**config.mk**
```make
export PLATFORM = sky130hd
export DESIGN_NAME = cpu_core
export DESIGN_NICKNAME = d
export VERILOG_FILES = /design/src/cpu_pkg.sv /design/src/phase_sched.sv /design/src/reg_file.sv /design/src/alu.sv /design/src/cpu_core.sv
export SDC_FILE = /design/constraint.sdc
export NUM_CORES = 2
export LEC_CHECK = 0
export ABC_CLOCK_PERIOD_IN_PS = 10590
export BUFFER_PORTS_ARGS = -buffer_cell sky130_fd_sc_hd__buf_2
export CAP_MARGIN = 25
export CORE_AREA = 2 2 320 322
export DETAILED_ROUTE_END_ITERATION = 10
export DIE_AREA = 0 0 322 324
export PLACE_DENSITY_LB_ADDON = 0.3
export SLEW_MARGIN = 40
export SYNTH_ARGS = -nofsm -noshare
export SYNTH_HDL_FRONTEND = slang
export SYNTH_SLANG_ARGS = --single-unit
```
**constraint.sdc**
```tcl
create_clock -name clk -period 10.59 [get_ports clk]
set_input_delay 2.118 -clock clk [delete_from_list [all_inputs] [get_ports clk]]
set_output_delay 2.118 -clock clk [all_outputs]
set_load 0.05 [all_outputs]
```
**src/cpu_pkg.sv**
```systemverilog
`default_nettype none

package cpu_pkg;

   localparam int data_width = 32;

   typedef logic [3:0]            reg_addr_t;
   typedef logic [data_width-1:0] word_t;

   // opcode class in ir[27:25]
   typedef enum logic [2:0] {
      cls_alu_reg = 3'd0,
      cls_alu_imm = 3'd1,
      cls_call    = 3'd2,
      cls_ext     = 3'd3,   // runs as a no-op
      cls_st_reg  = 3'd4,
      cls_ld_reg  = 3'd5,
      cls_st_imm  = 3'd6,
      cls_ld_imm  = 3'd7
   } inst_class_e;

   // codes 12..15 behave as mov
   typedef enum logic [3:0] {
      op_add = 4'd0,
      op_adc = 4'd1,
      op_sub = 4'd2,
      op_sbb = 4'd3,
      op_and = 4'd4,
      op_or  = 4'd5,
      op_xor = 4'd6,
      op_mov = 4'd7,
      op_shl = 4'd8,
      op_shr = 4'd9,
      op_cmp = 4'd10,   // sub, no writeback
      op_tst = 4'd11    // and, no writeback
   } alu_op_e;

   // codes 7..15 never execute
   typedef enum logic [3:0] {
      cond_always = 4'd0,
      cond_z      = 4'd1,
      cond_nz     = 4'd2,
      cond_c      = 4'd3,
      cond_nc     = 4'd4,
      cond_s      = 4'd5,
      cond_ns     = 4'd6
   } cond_e;

   localparam int flag_z_idx = 0;
   localparam int flag_c_idx = 1;
   localparam int flag_s_idx = 2;
   localparam int flag_v_idx = 3;

   localparam reg_addr_t pc_reg   = 4'd15;
   localparam reg_addr_t link_reg = 4'd14;

endpackage

`default_nettype wire

```
**src/phase_sched.sv**
```systemverilog
`timescale 1ns/10ps
`default_nettype none

module phase_sched (
   input  wire        clk,
   input  wire        rst_n,
   output logic       phf,
   output logic       phe,
   output logic       phm,
   output logic       phw,
   output logic [1:0] phase_stat
);

   logic [3:0] ph;   // one-hot, bit 0 = fetch

   always_ff @(posedge clk)
   begin
      if (!rst_n)
         ph <= 4'b0001;
      else
         ph <= {ph[2:0], ph[3]};   // rotate fetch -> exec -> mem -> wb
   end

   assign phf = ph[0];
   assign phe = ph[1];
   assign phm = ph[2];
   assign phw = ph[3];

   // 0 fetch, 1 exec, 2 mem, 3 writeback
   assign phase_stat = {phm | phw, phe | phw};

endmodule

`default_nettype wire

```
**src/reg_file.sv**
```systemverilog
`timescale 1ns/10ps
`default_nettype none

module reg_file (
   input  wire                    clk,
   input  wire                    rst_n,
   input  wire cpu_pkg::reg_addr_t rd_addr,
   input  wire cpu_pkg::reg_addr_t rb_addr,
   input  wire cpu_pkg::reg_addr_t test_rsel,
   output cpu_pkg::word_t         rd_data,
   output cpu_pkg::word_t         rb_data,
   output cpu_pkg::word_t         test_reg,
   input  wire                    wen,
   input  wire cpu_pkg::reg_addr_t waddr,
   input  wire cpu_pkg::word_t    wdata,
   output cpu_pkg::word_t         pc,
   input  wire                    pc_inc
);

   cpu_pkg::word_t regs [16];

   always_ff @(posedge clk)
   begin
      if (!rst_n)
      begin
         for (int i = 0; i < 16; i++)
            regs[i] <= '0;
      end
      else
      begin
         if (pc_inc)
            regs[cpu_pkg::pc_reg] <= regs[cpu_pkg::pc_reg] + 1'b1;
         // later assignment wins, so a jump beats the increment
         if (wen)
            regs[waddr] <= wdata;
      end
   end

   assign rd_data  = regs[rd_addr];
   assign rb_data  = regs[rb_addr];
   assign test_reg = regs[test_rsel];   // test port, no latency
   assign pc       = regs[cpu_pkg::pc_reg];

endmodule

`default_nettype wire

```
**src/alu.sv**
```systemverilog
`timescale 1ns/10ps
`default_nettype none

module alu (
   input  wire cpu_pkg::alu_op_e op,
   input  wire cpu_pkg::word_t   a,
   input  wire cpu_pkg::word_t   b,
   input  wire logic [3:0]       flags_in,
   output cpu_pkg::word_t        res,
   output logic [3:0]            flags_out,
   output logic                  wb_en
);

   localparam int dw = cpu_pkg::data_width;

   logic          cin;
   logic [4:0]    sh;      // shift amount
   logic [dw:0]   sum;     // top bit is carry or borrow
   logic [dw:0]   shl_v;
   logic [dw:0]   shr_v;
   logic          c_new;
   logic          v_new;

   assign cin = flags_in[cpu_pkg::flag_c_idx];
   assign sh  = b[4:0];

   // extra bit catches the last bit shifted out, cin when sh is 0
   assign shl_v = {cin, a} << sh;
   assign shr_v = {a, cin} >> sh;

   always_comb
   begin
      sum   = '0;
      res   = b;
      c_new = cin;   // logic ops keep carry
      v_new = 1'b0;
      wb_en = 1'b1;
      case (op)
         cpu_pkg::op_add, cpu_pkg::op_adc:
         begin
            sum   = {1'b0, a} + {1'b0, b} + ((op == cpu_pkg::op_adc) ? cin : 1'b0);
            res   = sum[dw-1:0];
            c_new = sum[dw];
            v_new = (a[dw-1] == b[dw-1]) && (res[dw-1] != a[dw-1]);
         end
         cpu_pkg::op_sub, cpu_pkg::op_sbb, cpu_pkg::op_cmp:
         begin
            sum   = {1'b0, a} - {1'b0, b} - ((op == cpu_pkg::op_sbb) ? cin : 1'b0);
            res   = sum[dw-1:0];
            c_new = sum[dw];   // borrow
            v_new = (a[dw-1] != b[dw-1]) && (res[dw-1] != a[dw-1]);
            wb_en = (op != cpu_pkg::op_cmp);
         end
         cpu_pkg::op_and, cpu_pkg::op_tst:
         begin
            res   = a & b;
            wb_en = (op != cpu_pkg::op_tst);
         end
         cpu_pkg::op_or:
            res = a | b;
         cpu_pkg::op_xor:
            res = a ^ b;
         cpu_pkg::op_shl:
         begin
            res   = shl_v[dw-1:0];
            c_new = shl_v[dw];
         end
         cpu_pkg::op_shr:
         begin
            res   = shr_v[dw:1];
            c_new = shr_v[0];
         end
         default:
            res = b;   // mov and codes 12..15
      endcase

      flags_out                      = '0;
      flags_out[cpu_pkg::flag_z_idx] = (res == '0);
      flags_out[cpu_pkg::flag_c_idx] = c_new;
      flags_out[cpu_pkg::flag_s_idx] = res[dw-1];
      flags_out[cpu_pkg::flag_v_idx] = v_new;
   end

endmodule

`default_nettype wire

```
**src/cpu_core.sv**
```systemverilog
`timescale 1ns/10ps
`default_nettype none

module cpu_core (
   input  wire                     clk,
   input  wire                     rst_n,
   output cpu_pkg::word_t          mbus_addr,
   input  wire cpu_pkg::word_t     mbus_rdata,
   output cpu_pkg::word_t          mbus_wdata,
   output logic                    mbus_wen,
   input  wire cpu_pkg::reg_addr_t test_rsel,
   output cpu_pkg::word_t          test_reg,
   output cpu_pkg::word_t          pc,
   output logic [1:0]              phase_stat
);

   localparam int dw = cpu_pkg::data_width;

   logic                 phf;
   logic                 phe;
   logic                 phm;
   logic                 phw;

   cpu_pkg::word_t       ir;        // instruction register
   logic [3:0]           flags;
   cpu_pkg::word_t       ld_data;   // load latch

   cpu_pkg::cond_e       cond;
   cpu_pkg::inst_class_e cls;
   cpu_pkg::alu_op_e     alu_op;
   cpu_pkg::reg_addr_t   rd;
   cpu_pkg::reg_addr_t   rb;
   logic [15:0]          im16;
   logic [19:0]          im20;
   logic [23:0]          im24;
   logic                 call_var;

   logic                 is_alu;
   logic                 is_call;
   logic                 is_ld;
   logic                 is_st;
   logic                 ena;       // condition passed

   cpu_pkg::word_t       rd_data;
   cpu_pkg::word_t       rb_data;
   cpu_pkg::word_t       alu_b;
   cpu_pkg::word_t       alu_res;
   logic [3:0]           alu_flags;
   logic                 alu_wb_en;

   cpu_pkg::word_t       call_target;
   cpu_pkg::word_t       ldst_addr;
   logic                 inst_wb;
   logic                 wb_en;
   cpu_pkg::reg_addr_t   wb_addr;
   cpu_pkg::word_t       wb_data;

   phase_sched sched_i (
      .clk        (clk),
      .rst_n      (rst_n),
      .phf        (phf),
      .phe        (phe),
      .phm        (phm),
      .phw        (phw),
      .phase_stat (phase_stat)
   );

   always_ff @(posedge clk)
   begin
      if (!rst_n)
      begin
         ir    <= '0;
         flags <= '0;
      end
      else
      begin
         if (phf)
            ir <= mbus_rdata;
         if (phw && ena && is_alu)   // flags only for executed ALU ops
            flags <= alu_flags;
      end
   end

   always_ff @(posedge clk)
   begin
      if (phm && is_ld)
         ld_data <= mbus_rdata;
   end

   // instruction fields
   assign cond     = cpu_pkg::cond_e'(ir[31:28]);
   assign cls      = cpu_pkg::inst_class_e'(ir[27:25]);
   assign call_var = ir[24];
   assign rd       = ir[23:20];
   assign alu_op   = cpu_pkg::alu_op_e'(ir[19:16]);
   assign rb       = ir[11:8];
   assign im16     = ir[15:0];
   assign im20     = ir[19:0];
   assign im24     = ir[23:0];

   // ext class matches none of these, so it only bumps the PC
   assign is_alu  = (cls == cpu_pkg::cls_alu_reg) || (cls == cpu_pkg::cls_alu_imm);
   assign is_call = (cls == cpu_pkg::cls_call);
   assign is_ld   = (cls == cpu_pkg::cls_ld_reg) || (cls == cpu_pkg::cls_ld_imm);
   assign is_st   = (cls == cpu_pkg::cls_st_reg) || (cls == cpu_pkg::cls_st_imm);

   always_comb
   begin
      case (cond)
         cpu_pkg::cond_always: ena = 1'b1;
         cpu_pkg::cond_z:      ena = flags[cpu_pkg::flag_z_idx];
         cpu_pkg::cond_nz:     ena = !flags[cpu_pkg::flag_z_idx];
         cpu_pkg::cond_c:      ena = flags[cpu_pkg::flag_c_idx];
         cpu_pkg::cond_nc:     ena = !flags[cpu_pkg::flag_c_idx];
         cpu_pkg::cond_s:      ena = flags[cpu_pkg::flag_s_idx];
         cpu_pkg::cond_ns:     ena = !flags[cpu_pkg::flag_s_idx];
         default:              ena = 1'b0;   // never
      endcase
   end

   reg_file rf_i (
      .clk       (clk),
      .rst_n     (rst_n),
      .rd_addr   (rd),
      .rb_addr   (rb),
      .test_rsel (test_rsel),
      .rd_data   (rd_data),
      .rb_data   (rb_data),
      .test_reg  (test_reg),
      .wen       (wb_en),
      .waddr     (wb_addr),
      .wdata     (wb_data),
      .pc        (pc),
      .pc_inc    (phe)
   );

   assign alu_b = (cls == cpu_pkg::cls_alu_imm) ? {{(dw-16){1'b0}}, im16} : rb_data;

   alu alu_i (
      .op        (alu_op),
      .a         (rd_data),
      .b         (alu_b),
      .flags_in  (flags),
      .res       (alu_res),
      .flags_out (alu_flags),
      .wb_en     (alu_wb_en)
   );

   // indexed call reads rd in phw, after the link write to r14
   assign call_target = call_var ? rd_data + {{(dw-20){im20[19]}}, im20}
                                 : {{(dw-24){1'b0}}, im24};

   assign ldst_addr = ((cls == cpu_pkg::cls_st_reg) || (cls == cpu_pkg::cls_ld_reg))
                      ? rb_data : {{(dw-16){1'b0}}, im16};

   assign inst_wb = (is_alu && alu_wb_en) || is_ld || is_call;

   // link goes to r14 in phm, the result in phw
   assign wb_en   = ena && ((phm && is_call) || (phw && inst_wb));
   assign wb_addr = phm ? cpu_pkg::link_reg
                  : (is_call ? cpu_pkg::pc_reg : rd);
   assign wb_data = phm     ? pc                  // already incremented in phe
                  : is_call ? call_target
                  : is_ld   ? ld_data
                  : alu_res;

   // bus side
   assign mbus_addr  = (phm && (is_ld || is_st)) ? ldst_addr : pc;
   assign mbus_wdata = rd_data;
   assign mbus_wen   = ena && phm && is_st;

endmodule

`default_nettype wire

```
==> flow_metrics.env <==
export IMPL_cts_hold_buf=0
export IMPL_syn_nets=4159
export IMPL_multi_input_area_mm2=0.0261
export IMPL_synth_top_area_frac=0.362
export IMPL_ctsLongestPathBuffers=3
export IMPL_syn_avg_cell_area_um2=11.4
export IMPL_seqCellArea_mm2=0.0173
export IMPL_cts_sinks=591
export IMPL_crit_path_max_fanout=18
export IMPL_clk_latency_ns=0.67
export IMPL_syn_cell_area_mm2=0.0451
export IMPL_synth_edf_count=544
export IMPL_p_leak_uw=0.0181
export IMPL_sw_frac_of_total=0.404
export IMPL_nets=4164
export IMPL_die_w_um=322
export IMPL_grt_pass1_wl_um=267000
export IMPL_ys_seq_area_frac=0.383
export IMPL_seq_power_share=0.321
export IMPL_crit_top_cell="ha_1"
export IMPL_status="finished, final reports clean"
export IMPL_vdd_drop_max_v=0.000109
export IMPL_portBuffers=168
export IMPL_cts_resized=0
export IMPL_rsz0062_at_grt="false"
export IMPL_crit_path_end_kind="flop"
export IMPL_wl_per_cell_um=35.8
export IMPL_chipHeight_um=324
export IMPL_grt_pass1_vias=36795
export IMPL_start_kind="flop"
export IMPL_comb_power_share=0.395
export IMPL_first_pass_iters=8
export IMPL_slew_headroom=0.357
export IMPL_htree_levels=3
export IMPL_num_fill_cells=8999
export IMPL_synthCells=3959
export IMPL_async_reset_ff_frac=0
export IMPL_grt_antenna_before_repair=10
export IMPL_min_from="ir[31]$_SDFFE_PN0P_"
export IMPL_hold_worst_slack_ns=0.525
export IMPL_arrival_ns=8.61
export IMPL_vias_per_cell=7.17
export IMPL_required_ns=10.97
export IMPL_period_needed_ns=8.22
export IMPL_dieArea_mm2=0.104
export IMPL_fmax_ghz=0.122
export IMPL_clockRootBuffer="clkbuf_16"
export IMPL_gp_congestion=1.05
export IMPL_coreArea_mm2=0.101
export IMPL_worst_pin_slew_ns=0.958
export IMPL_fin_skew_ns=0.0422
export IMPL_finalWirelength_um=191000
export IMPL_vias=38196
export IMPL_clk_pin_slew_ns=0.06
export IMPL_finalHoldViolations=0
export IMPL_synthFlopType="edfxtp_1"
export IMPL_synth_distinct_cells=108
export IMPL_cap_violations=0
export IMPL_cts_tree="yes"
export IMPL_power_density_mw_per_mm2=174
export IMPL_worstSetupPathType="flop to flop"
export IMPL_slowest_stage="clkinv_2"
export IMPL_drv_slew=0
export IMPL_hpwl_um=126000
export IMPL_p_sw_uw=3480
export IMPL_drt_iter0_markers=6351
export IMPL_io_pins=169
export IMPL_min_path_type="flop to flop"
export IMPL_yosysWarnings=0
export IMPL_core_rowCount=117
export IMPL_postCtsSetupBuffers=0
export IMPL_cpPeakStageDelay_ns=0.79
export IMPL_yosysTopAreaCell="edfxtp_1"
export IMPL_power_share_clock=0.284
export IMPL_synthTopCellsByArea="edfxtp_1, mux4_2, nor2_1"
export IMPL_drc=0
export IMPL_cts_buffers=70
export IMPL_p_int_uw=5130
export IMPL_grt_max_degree=99
export IMPL_synth_top_cells_by_count="nor2_1, edfxtp_1, mux4_2, nand2_1, clkbuf_1"
export IMPL_yosysMostFrequentCell="nor2_1"
export IMPL_tns_ns=0
export IMPL_ant_nets=0
export IMPL_drive_above_1_share=0.246
export IMPL_setup_viol_count_final=0
export IMPL_fin_crit_sh=0.777
export IMPL_grt_overflow_total=0
export IMPL_crit_chain="clkinv_2 > mux4_2 > mux2_2 > a21o_1 > ha_1 > ha_1 > nand3_1 > or3b_1 > a311oi_1 > a41oi_2 > o41ai_2 > nor4_2 > o31ai_1 > xnor2_1 > nor2_1 > o32a_2 > mux2_4 > nor3_4 > nor3_1"
export IMPL_area_delta_synth_final_pct=9.60
export IMPL_floorplan_initialDensity=0.447
export IMPL_globalRouteTotalUtil=0.362
export IMPL_ys_ff_latch=591
==> state kept, by name, summed over array words and instances (netlist names), named ones only <==
signal      flops
flags           3
ld_data        32
ir             32
rf_i.regs     512
sched_i.ph      4
==> per-stage QoR <==
stage               instance area (um^2)  total power (uW)  std cells   util  setup slack, ns
detailed placement                 47100              6050       5200  0.467             2.87
finish                             49400              8600       5327  0.489             2.37
CTS                                49400              8480       5323  0.489             2.83
floorplan                          45100              4980       3959      -             4.05
global placement                   47000              6040       5198  0.465             2.68
global route                       49400              8850       5324  0.489             2.18
==> logic make-up after synthesis <==
family / synth area share
xor+xnor: 0.0183
fa+ha+maj: 0.0458
buf+inv: 0.0453
compound gates: 0.119
flops: 0.383
mux: 0.264
simple gates: 0.124
==> worst paths after layout <==
path              cells past startpoint  slack (ns)                         endpoint
setup / recovery                     19        2.37  rf_i.regs[14][31]$_SDFFCE_PN0P_
hold / removal                        2        0.53              ir[31]$_SDFFE_PN0P_
setup reg to reg                     19        2.37  rf_i.regs[14][31]$_SDFFCE_PN0P_
hold reg to reg                       2        0.53              ir[31]$_SDFFE_PN0P_
==> power groups by stage <==
stage | logic [uW] | registers (uW) | clock network, uW
after detailed placement | 3250 | 2800 | 0
after global routing | 3550 | 2770 | 2540
after global placement | 3240 | 2790 | 0
final | 3400 | 2760 | 2450
after CTS | 3270 | 2750 | 2460
after floorplan | 2230 | 2750 | 0
==> routing by layer <==
layer	vias to the layer above	routed length, um	global-route usage	part of all wire
li1	15333	-	-	-
met4	12	15600	0.244	0.082
met5	-	72	0	0.00038
met3	753	27900	0.127	0.15
met2	3147	82900	0.539	0.44
met1	18951	64100	0.444	0.34
==> layout by cell type, fill, tap and decap left out, drive strengths merged, types with 18 or more instances in the layout <==
| cell | Yosys | routed |
|---|---|---|
| nor2 | 604 | 604 |
| edfxtp | 544 | 544 |
| mux4 | 467 | 467 |
| buf | 148 | 267 |
| nand2 | 263 | 263 |
| o21ai | 224 | 224 |
| a21oi | 159 | 159 |
| ha | 157 | 157 |
| nand3 | 155 | 155 |
| inv | 124 | 128 |
| mux2i | 121 | 121 |
| clkbuf | 187 | 90 |
| nor2b | 59 | 59 |
| a21o | 53 | 53 |
| o211ai | 52 | 52 |
| xnor2 | 50 | 50 |
| dfxtp | 47 | 47 |
| xor2 | 44 | 44 |
| a221oi | 39 | 39 |
| a211oi | 33 | 33 |
| nor3 | 31 | 31 |
| o22ai | 28 | 28 |
| clkinv | 4 | 28 |
| and2 | 23 | 23 |
| nand2b | 22 | 22 |
| and3 | 22 | 22 |
| o21a | 19 | 19 |
| a22oi | 18 | 18 |
==> worst max-delay path: cells and delay by family, from the launching register on <==
family                     cells  cell delay [ns]
AOI/OAI and AO/OA              6             2.44
xor gates and xnor gates       1             0.16
adders and majority gates      2             0.85
buffers and inverters          1             0.79
DFF                            1             0.72
muxes                          3             1.44
and+or+nand+nor                6             1.53
==> final cells by class <==
type | count | share of cell area
Clock buffer | 89 | 0.0375
Multi-Input combinational cell | 2905 | 0.528
Inverter | 128 | 0.00982
Tap cell | 1309 | 0.0331
Clock inverter | 34 | 0.00792
Sequential cell | 591 | 0.350
Timing Repair Buffer | 268 | 0.0339
Antenna cell | 3 | 0.000152
Note: power is estimated with default switching activity, not from simulation.
